==> src/common/div_pkg.sv <==
`default_nettype none

package div_pkg;

  // ============================================================
  // Widths
  // ============================================================
  localparam int DIVIDEND_W = 16;
  localparam int DIVISOR_W  = 8;
  localparam int ERR_SUM_W  = 24;
  localparam int COUNT_W    = 16;

  localparam int APPROX_ROWS_DEFAULT = 6;  // Low quotient rows with the inexact cell.
  localparam int BATCH_LEN_DEFAULT   = 64; // Samples per statistics batch.

  // ============================================================
  // Types
  // ============================================================
  typedef logic [DIVIDEND_W-1:0] dividend_t;
  typedef logic [DIVISOR_W-1:0]  divisor_t;
  typedef divisor_t              quot_t;     // Quotient and remainder share the divisor width.
  typedef logic [ERR_SUM_W-1:0]  err_sum_t;
  typedef logic [DIVISOR_W-1:0]  err_max_t;
  typedef logic [COUNT_W-1:0]    count_t;

  typedef enum logic [1:0] {
    IDLE,
    COLLECT,
    REPORT
  } batch_state_e;

endpackage

`default_nettype wire

==> src/common/div_sample_if.sv <==
`timescale 1ns/1ps
`default_nettype none

interface div_sample_if import div_pkg::*; ();

  logic  strobe; // One-cycle result valid.
  quot_t q_apx;
  quot_t r_apx;
  quot_t q_ref;  // Exact array results.
  quot_t r_ref;

  modport src (
    output strobe,
    output q_apx,
    output r_apx,
    output q_ref,
    output r_ref
  );

  modport dst (
    input strobe,
    input q_apx,
    input r_apx,
    input q_ref,
    input r_ref
  );

endinterface

`default_nettype wire

==> src/div_array/div_cell.sv <==
`timescale 1ns/1ps
`default_nettype none

module div_cell #(
  parameter bit APPROX = 1'b0
) (
  input  logic x,
  input  logic y,
  input  logic bin,
  input  logic qs,
  output logic r_sub,
  output logic bout
);

  logic diff;

  if (APPROX) begin : g_approx
    assign bout = y | bin;          // Borrow taken whenever y or borrow-in.
    assign diff = ~(~x & y & ~bin); // Only 0-1-0 gives a zero difference.
  end else begin : g_exact
    assign diff = x ^ y ^ bin;
    assign bout = (~x & y) | (~(x ^ y) & bin);
  end

  // Restore x when the row does not subtract.
  assign r_sub = qs ? diff : x;

endmodule

`default_nettype wire

==> src/div_array/div_array.sv <==
`timescale 1ns/1ps
`default_nettype none

module div_array import div_pkg::*; #(
  parameter int APPROX_ROWS = APPROX_ROWS_DEFAULT
) (
  input  dividend_t n,
  input  divisor_t  d,
  output quot_t     q,
  output quot_t     r
);

  // ============================================================
  // Cell grid: row i computes quotient bit i, column j is the
  // divisor bit position within the row.
  // ============================================================
  logic [7:0] bout_l [8];
  logic [7:0] r_l    [8];

  for (genvar i = 0; i < 8; i++) begin : g_row
    localparam bit ROW_APPROX = (i < APPROX_ROWS);

    logic [7:0] x_in;
    logic [7:0] b_in;

    assign b_in = {bout_l[i][6:0], 1'b0}; // Borrow ripples upward from column 0.

    if (i == 7) begin : g_top
      assign x_in = n[14:7];                    // Top row reads the dividend directly.
      assign q[i] = n[15] | ~bout_l[i][7];
    end else begin : g_low
      assign x_in = {r_l[i+1][6:0], n[i]};      // Shifted partial remainder plus next bit.
      assign q[i] = r_l[i+1][7] | ~bout_l[i][7];
    end

    for (genvar j = 0; j < 8; j++) begin : g_col
      div_cell #(
        .APPROX (ROW_APPROX)
      ) u_cell (
        .x     (x_in[j]),
        .y     (d[j]),
        .bin   (b_in[j]),
        .qs    (q[i]),
        .r_sub (r_l[i][j]),
        .bout  (bout_l[i][j])
      );
    end
  end

  assign r = r_l[0]; // Final row holds the remainder.

endmodule

`default_nettype wire

==> src/div_datapath.sv <==
`timescale 1ns/1ps
`default_nettype none

module div_datapath import div_pkg::*; #(
  parameter int APPROX_ROWS = APPROX_ROWS_DEFAULT
) (
  input  logic      clk,
  input  logic      rst_n,
  input  logic      in_strobe,
  input  dividend_t n,
  input  divisor_t  d,
  div_sample_if.src smp,
  output quot_t     q,
  output quot_t     r
);

  dividend_t n_q;
  divisor_t  d_q;
  logic      op_vld;
  logic      res_vld;
  quot_t     q_apx_c, r_apx_c;
  quot_t     q_ref_c, r_ref_c;
  quot_t     q_apx_q, r_apx_q;
  quot_t     q_ref_q, r_ref_q;

  always_ff @(posedge clk) begin
    if (in_strobe) begin
      n_q <= n;
      d_q <= d;
    end
    if (op_vld) begin
      q_apx_q <= q_apx_c;
      r_apx_q <= r_apx_c;
      q_ref_q <= q_ref_c;
      r_ref_q <= r_ref_c;
    end
  end

  always_ff @(posedge clk) begin
    if (!rst_n) begin
      op_vld  <= 1'b0;
      res_vld <= 1'b0;
    end else begin
      op_vld  <= in_strobe;
      res_vld <= op_vld;
    end
  end

  div_array #(.APPROX_ROWS(APPROX_ROWS)) u_apx (.n(n_q), .d(d_q), .q(q_apx_c), .r(r_apx_c));
  div_array #(.APPROX_ROWS(0)) u_ref (.n(n_q), .d(d_q), .q(q_ref_c), .r(r_ref_c));

  assign smp.strobe = res_vld;
  assign smp.q_apx  = q_apx_q;
  assign smp.r_apx  = r_apx_q;
  assign smp.q_ref  = q_ref_q;
  assign smp.r_ref  = r_ref_q;

  assign q = q_apx_q;
  assign r = r_apx_q;

endmodule

`default_nettype wire

==> src/batch_fsm.sv <==
`timescale 1ns/1ps
`default_nettype none

module batch_fsm import div_pkg::*; (
  input  logic clk,
  input  logic rst_n,
  input  logic batch_start,
  input  logic last,
  output logic count_en,
  output logic count_clr,
  output logic acc_en,
  output logic acc_clr,
  output logic busy,
  output logic batch_done
);

  batch_state_e state_q, state_d;

  always_ff @(posedge clk) begin
    if (!rst_n) begin
      state_q <= IDLE;
    end else begin
      state_q <= state_d;
    end
  end

  always_comb begin
    state_d = state_q;
    case (state_q)
      IDLE:    if (batch_start) state_d = COLLECT;
      COLLECT: if (last) state_d = REPORT;
      REPORT:  state_d = IDLE;
      default: state_d = IDLE;
    endcase
  end

  // Start clears both counter and accumulator in the same cycle.
  assign count_clr  = (state_q == IDLE) && batch_start;
  assign acc_clr    = count_clr;
  assign count_en   = (state_q == COLLECT);
  assign acc_en     = count_en;
  assign busy       = (state_q != IDLE);
  assign batch_done = (state_q == REPORT); // Single cycle, REPORT always exits.

endmodule

`default_nettype wire

==> src/sample_counter.sv <==
`timescale 1ns/1ps
`default_nettype none

module sample_counter import div_pkg::*; #(
  parameter int BATCH_LEN = BATCH_LEN_DEFAULT
) (
  input  logic clk,
  input  logic rst_n,
  input  logic count_clr,
  input  logic count_en,
  input  logic strobe,
  output logic last
);

  count_t cnt_q;
  logic   take;

  assign take = count_en & strobe;

  always_ff @(posedge clk) begin
    if (!rst_n || count_clr) begin
      cnt_q <= '0;
    end else if (take) begin
      cnt_q <= cnt_q + count_t'(1);
    end
  end

  assign last = take && (cnt_q == count_t'(BATCH_LEN - 1)); // High on the final accepted strobe.

endmodule

`default_nettype wire

==> src/err_accum.sv <==
`timescale 1ns/1ps
`default_nettype none

module err_accum import div_pkg::*; (
  input  logic      clk,
  input  logic      rst_n,
  input  logic      acc_clr,
  input  logic      acc_en,
  div_sample_if.dst smp,
  output err_sum_t  err_sum,
  output err_max_t  err_max,
  output count_t    miss_count
);

  quot_t abs_err;
  logic  add;
  logic  miss;

  // ============================================================
  // Per-sample error terms
  // ============================================================
  assign abs_err = (smp.q_apx > smp.q_ref) ? (smp.q_apx - smp.q_ref)
                                           : (smp.q_ref - smp.q_apx);
  assign miss    = (smp.q_apx != smp.q_ref) || (smp.r_apx != smp.r_ref);
  assign add     = acc_en & smp.strobe;

  // ============================================================
  // Statistics registers
  // ============================================================
  always_ff @(posedge clk) begin
    if (!rst_n || acc_clr) begin
      err_sum    <= '0;
      err_max    <= '0;
      miss_count <= '0;
    end else if (add) begin
      err_sum <= err_sum + err_sum_t'(abs_err);
      if (err_max_t'(abs_err) > err_max) begin
        err_max <= err_max_t'(abs_err);
      end
      if (miss) begin
        miss_count <= miss_count + count_t'(1); // Quotient or remainder off.
      end
    end
  end

endmodule

`default_nettype wire

==> src/approx_div_top.sv <==
`timescale 1ns/1ps
`default_nettype none

module approx_div_top import div_pkg::*; #(
  parameter int APPROX_ROWS = APPROX_ROWS_DEFAULT,
  parameter int BATCH_LEN   = BATCH_LEN_DEFAULT
) (
  input  logic      clk,
  input  logic      rst_n,
  input  logic      in_strobe,
  input  logic      batch_start,
  input  dividend_t n,
  input  divisor_t  d,
  output logic      out_strobe,
  output logic      busy,
  output logic      batch_done,
  output quot_t     q,
  output quot_t     r,
  output err_sum_t  err_sum,
  output err_max_t  err_max,
  output count_t    miss_count
);

  div_sample_if smp_if ();

  logic count_en;
  logic count_clr;
  logic acc_en;
  logic acc_clr;
  logic last;

  div_datapath #(
    .APPROX_ROWS (APPROX_ROWS)
  ) u_datapath (
    .clk       (clk),
    .rst_n     (rst_n),
    .in_strobe (in_strobe),
    .n         (n),
    .d         (d),
    .smp       (smp_if.src),
    .q         (q),
    .r         (r)
  );

  batch_fsm u_fsm (
    .clk         (clk),
    .rst_n       (rst_n),
    .batch_start (batch_start),
    .last        (last),
    .count_en    (count_en),
    .count_clr   (count_clr),
    .acc_en      (acc_en),
    .acc_clr     (acc_clr),
    .busy        (busy),
    .batch_done  (batch_done)
  );

  // Counts result strobes so its last flag lines up with the accumulator.
  sample_counter #(
    .BATCH_LEN (BATCH_LEN)
  ) u_counter (
    .clk       (clk),
    .rst_n     (rst_n),
    .count_clr (count_clr),
    .count_en  (count_en),
    .strobe    (smp_if.strobe),
    .last      (last)
  );

  err_accum u_accum (
    .clk        (clk),
    .rst_n      (rst_n),
    .acc_clr    (acc_clr),
    .acc_en     (acc_en),
    .smp        (smp_if.dst),
    .err_sum    (err_sum),
    .err_max    (err_max),
    .miss_count (miss_count)
  );

  assign out_strobe = smp_if.strobe;

endmodule

`default_nettype wire

==> config.mk <==
export PLATFORM = sky130hd
export DESIGN_NAME = approx_div_top
export DESIGN_NICKNAME = d
export VERILOG_FILES = /design/src/common/div_pkg.sv /design/src/common/div_sample_if.sv /design/src/div_array/div_cell.sv /design/src/div_array/div_array.sv /design/src/div_datapath.sv /design/src/batch_fsm.sv /design/src/sample_counter.sv /design/src/err_accum.sv /design/src/approx_div_top.sv
export SDC_FILE = /design/constraint.sdc
export NUM_CORES = 1
export LEC_CHECK = 0
export CAP_MARGIN = 20
export CORE_ASPECT_RATIO = 2
export CORE_MARGIN = 2
export CORE_UTILIZATION = 38
export DETAILED_ROUTE_END_ITERATION = 7
export DONT_BUFFER_PORTS = 1
export PLACE_DENSITY_LB_ADDON = 0.3
export SLEW_MARGIN = 20
export SYNTH_ARGS = -nofsm -noshare
export SYNTH_HDL_FRONTEND = slang
export SYNTH_SLANG_ARGS = --single-unit
==> constraint.sdc <==
create_clock -name clk -period 33.5 [get_ports clk]
set_input_delay 1.675 -clock clk [delete_from_list [all_inputs] [get_ports clk]]
set_output_delay 1.675 -clock clk [all_outputs]
set_load 0.02 [all_outputs]
==> impl_metrics.py <==
metrics = {
    "synthesis": {
        "synth_top_family_by_area": "adder cells",
        "postSynthAreaPerCell_sq_um": 10.1,
        "synth_xor_area_frac": 0.0580,
        "yosys-top-cells-area": "edfxtp_1, dfxtp_1, fa_1",
        "synth_edf_count": 54,
        "yosysTopAreaCell": "edfxtp_1",
        "ys_seq_area_frac": 0.352,
        "syn_nets": 971,
        "synthAdderAreaFrac": 0.204,
        "synth_mux_area_frac": 0.0578,
        "synth-simple-area-share": 0.157,
        "synth_ff_type": "dfxtp_1",
        "yosysUniqueCellTypes": 80,
        "async_flop_share": 0,
        "synth_area_sq_um": 8460,
        "netlist_instances": 840,
        "yosysWarnings": 0,
        "ys_ff_latch": 122,
        "synth_compound_area_frac": 0.118,
        "synth_top_area_share": 0.192,
    },
    "finish": {
        "fill_cells": 2179,
        "syn_to_final_growth_pct": 10.3,
        "layout_commonest_cell": "inv_1",
        "drive_above_1_share": 0.0886,
        "antenna_cells": 0,
        "nets": 977,
        "final_cell_mix": "inv_1, nand2_1, nor2_1",
    },
    "grt": {
        "grt_util_all_layers": 0.191,
        "grt_max_degree": 33,
        "gr-total-overflow": 0,
        "grt_pass1_wl_microns": 33500,
        "grt_pass1_vias": 6478,
        "antenna_found_initial": 0,
    },
    "worst_hold_path": {
        "min_path_type": "reg -> reg",
        "worstHoldStart": "u_counter.cnt_q[1]",
    },
    "route": {
        "antenna_left": 0,
        "dr_wl_met3_microns": 940,
        "drc": 0,
        "vias": 6098,
        "top_layer": "met4",
        "met2_length_microns": 12500,
        "wl_microns": 21000,
        "drt_iter0_drc": 402,
        "via_per_inst": 5.38,
        "drt-wirelength-per-cell_microns": 18.5,
        "wl_met1_microns": 6730,
        "first_pass_iters": 4,
    },
    "sta": {
        "drv_slew": 0,
        "setup-violations-final": 0,
        "fmax_ghz": 0.0347,
        "post-route-min-period_ns": 28.82,
        "slew_headroom": 0.436,
        "finalHoldViolCount": 0,
        "grt_setup_unrepaired": "no",
        "tightest_slew_ns": 0.842,
        "clock_skew_ns": 0.00670,
        "finalCritPeriodShare": 0.860,
        "worst_hold_slack_ns": 0.480,
        "setup_tns_ns": 0,
    },
    "clocking": {
        "cts.sinks": 122,
        "htreeDepth": 4,
        "worstSkewPairLatency_ns": 0.44,
        "clockBufferDepth": 2,
        "path_clk_slew_ns": 0.06,
        "post_cts_buffers": 0,
        "cts_tree": "yes",
        "holdBufCountCts": 0,
        "cts_buffers": 17,
        "post_cts_resized": 0,
        "root_buffer": "clkbuf_16",
    },
    "critical_path": {
        "slowest_delay_ns": 0.72,
        "required_ns": 33.69,
        "crit_path_start_kind": "flop",
        "critPathMaxFanout": 16,
        "r2r-start": "u_datapath.d_q[0]",
        "cp.arrival_ns": 29.00,
        "path_class": "reg -> reg",
        "startpoint": "u_datapath.d_q[0]",
        "path_common_cell": "fa_1",
        "critPathCaptureType": "flop",
        "crit_slowest_cell": "edfxtp_1",
    },
    "floorplan": {
        "die_x_microns": 110,
        "core_area_sq_um": 22000,
        "initial_utilization": 0.385,
        "dieArea_sq_um": 23600,
        "dieHeight_microns": 215,
        "rows": 77,
        "pin_count": 95,
    },
    "placed_design": {
        "numPortBuffers": 0,
        "gp_congestion": 0.896,
        "post-dp-hpwl_microns": 16800,
    },
    "run_status": {
        "status": "finished clean",
    },
    "job": {
        "max-cap-violations": 0,
    },
}
critical path: cells and delay by family (launching register included):
kind / cells / cell delay (ns)
compound gates: 15 / 3.60
flops: 1 / 0.72
simple gates: 10 / 1.80
xor+xnor: 1 / 0.12
buf+inv: 14 / 1.34
mux: 1 / 0.29
fa+ha+maj: 57 / 20.70
layout make-up:
| type | count | area [sq um] | area share |
|---|---|---|---|
| inverters | 90 | 340 | 0.0364 |
| flip-flops and latches | 122 | 2980 | 0.319 |
| clock inverters | 11 | 91.3 | 0.00978 |
| clock buffers | 20 | 478 | 0.0512 |
| repair buffers | 9 | 67.6 | 0.00724 |
| multi-input cells | 606 | 5030 | 0.539 |
| well taps | 276 | 345 | 0.0370 |
cells by family after synthesis:
| group | Yosys count |
|---|---|
| multiplexers | 47 |
| adder cells (fa/ha/maj) | 103 |
| AND/OR/NAND/NOR | 262 |
| AO/OA/AOI/OAI | 138 |
| buffers and inverters | 112 |
| XOR/XNOR | 56 |
| flip-flops | 122 |
per-layer routing:
metal,vias up,GRT usage
met5,-,0
li1,2949,-
met2,119,0.381
met3,42,0.0494
met1,2988,0.165
met4,0,0.0886
synth_stat cells (all sizes together), types with 4 or more instances:
library cell   n
xnor2         21
o21bai         5
fa            58
o21ai         22
buf            9
dfxtp         68
clkbuf        13
nor3          15
a21oi         40
nand2b         4
nand3         20
o22ai          5
a221o          7
and3          14
or4            5
nor3b          6
nor2b          7
o31ai          7
a211oi         4
mux2          15
nor4           8
or3            6
ha            45
nand4         13
mux2i         32
nand2         74
a21o           9
xor2          35
inv           90
edfxtp        54
and4           4
o221ai         4
nor2          70
and2           9
state kept, by name (all words and copies together), names as in the netlist:
signal	cells
u_accum.err_sum	24
u_accum.miss_count	16
u_counter.cnt_q	16
u_datapath.n_q	16
u_accum.err_max	8
u_datapath.d_q	8
u_datapath.q	8
u_datapath.r	8
u_datapath.smp.r_ref	8
u_datapath.smp.q_ref	6
u_fsm.state_q	2
u_datapath.op_vld	1
u_datapath.smp.strobe	1
through the flow:
step,cells,setup WS [ns],utilization,instance area (sq um)
after floorplan,840,6.00,-,8460
after global placement,1103,5.08,0.399,8770
after detailed placement,1103,4.63,0.399,8770
after CTS,1134,4.60,0.425,9340
after global routing,1134,3.09,0.425,9340
final,1134,4.68,0.425,9340
path summary, 6_finish.rpt:
check | end | slack, ns | depth (start not counted)
worst max register to register | u_datapath.smp.r_ref[6] | 4.68 | 98
worst min register to register | u_counter.cnt_q[1] | 0.48 | 2
worst max-delay path | u_datapath.smp.r_ref[6] | 4.68 | 98
worst min-delay path | u_counter.cnt_q[1] | 0.48 | 2
Power is not shown: default switching activity piles up to over one toggle a cycle in this logic, so the estimate is an artifact.
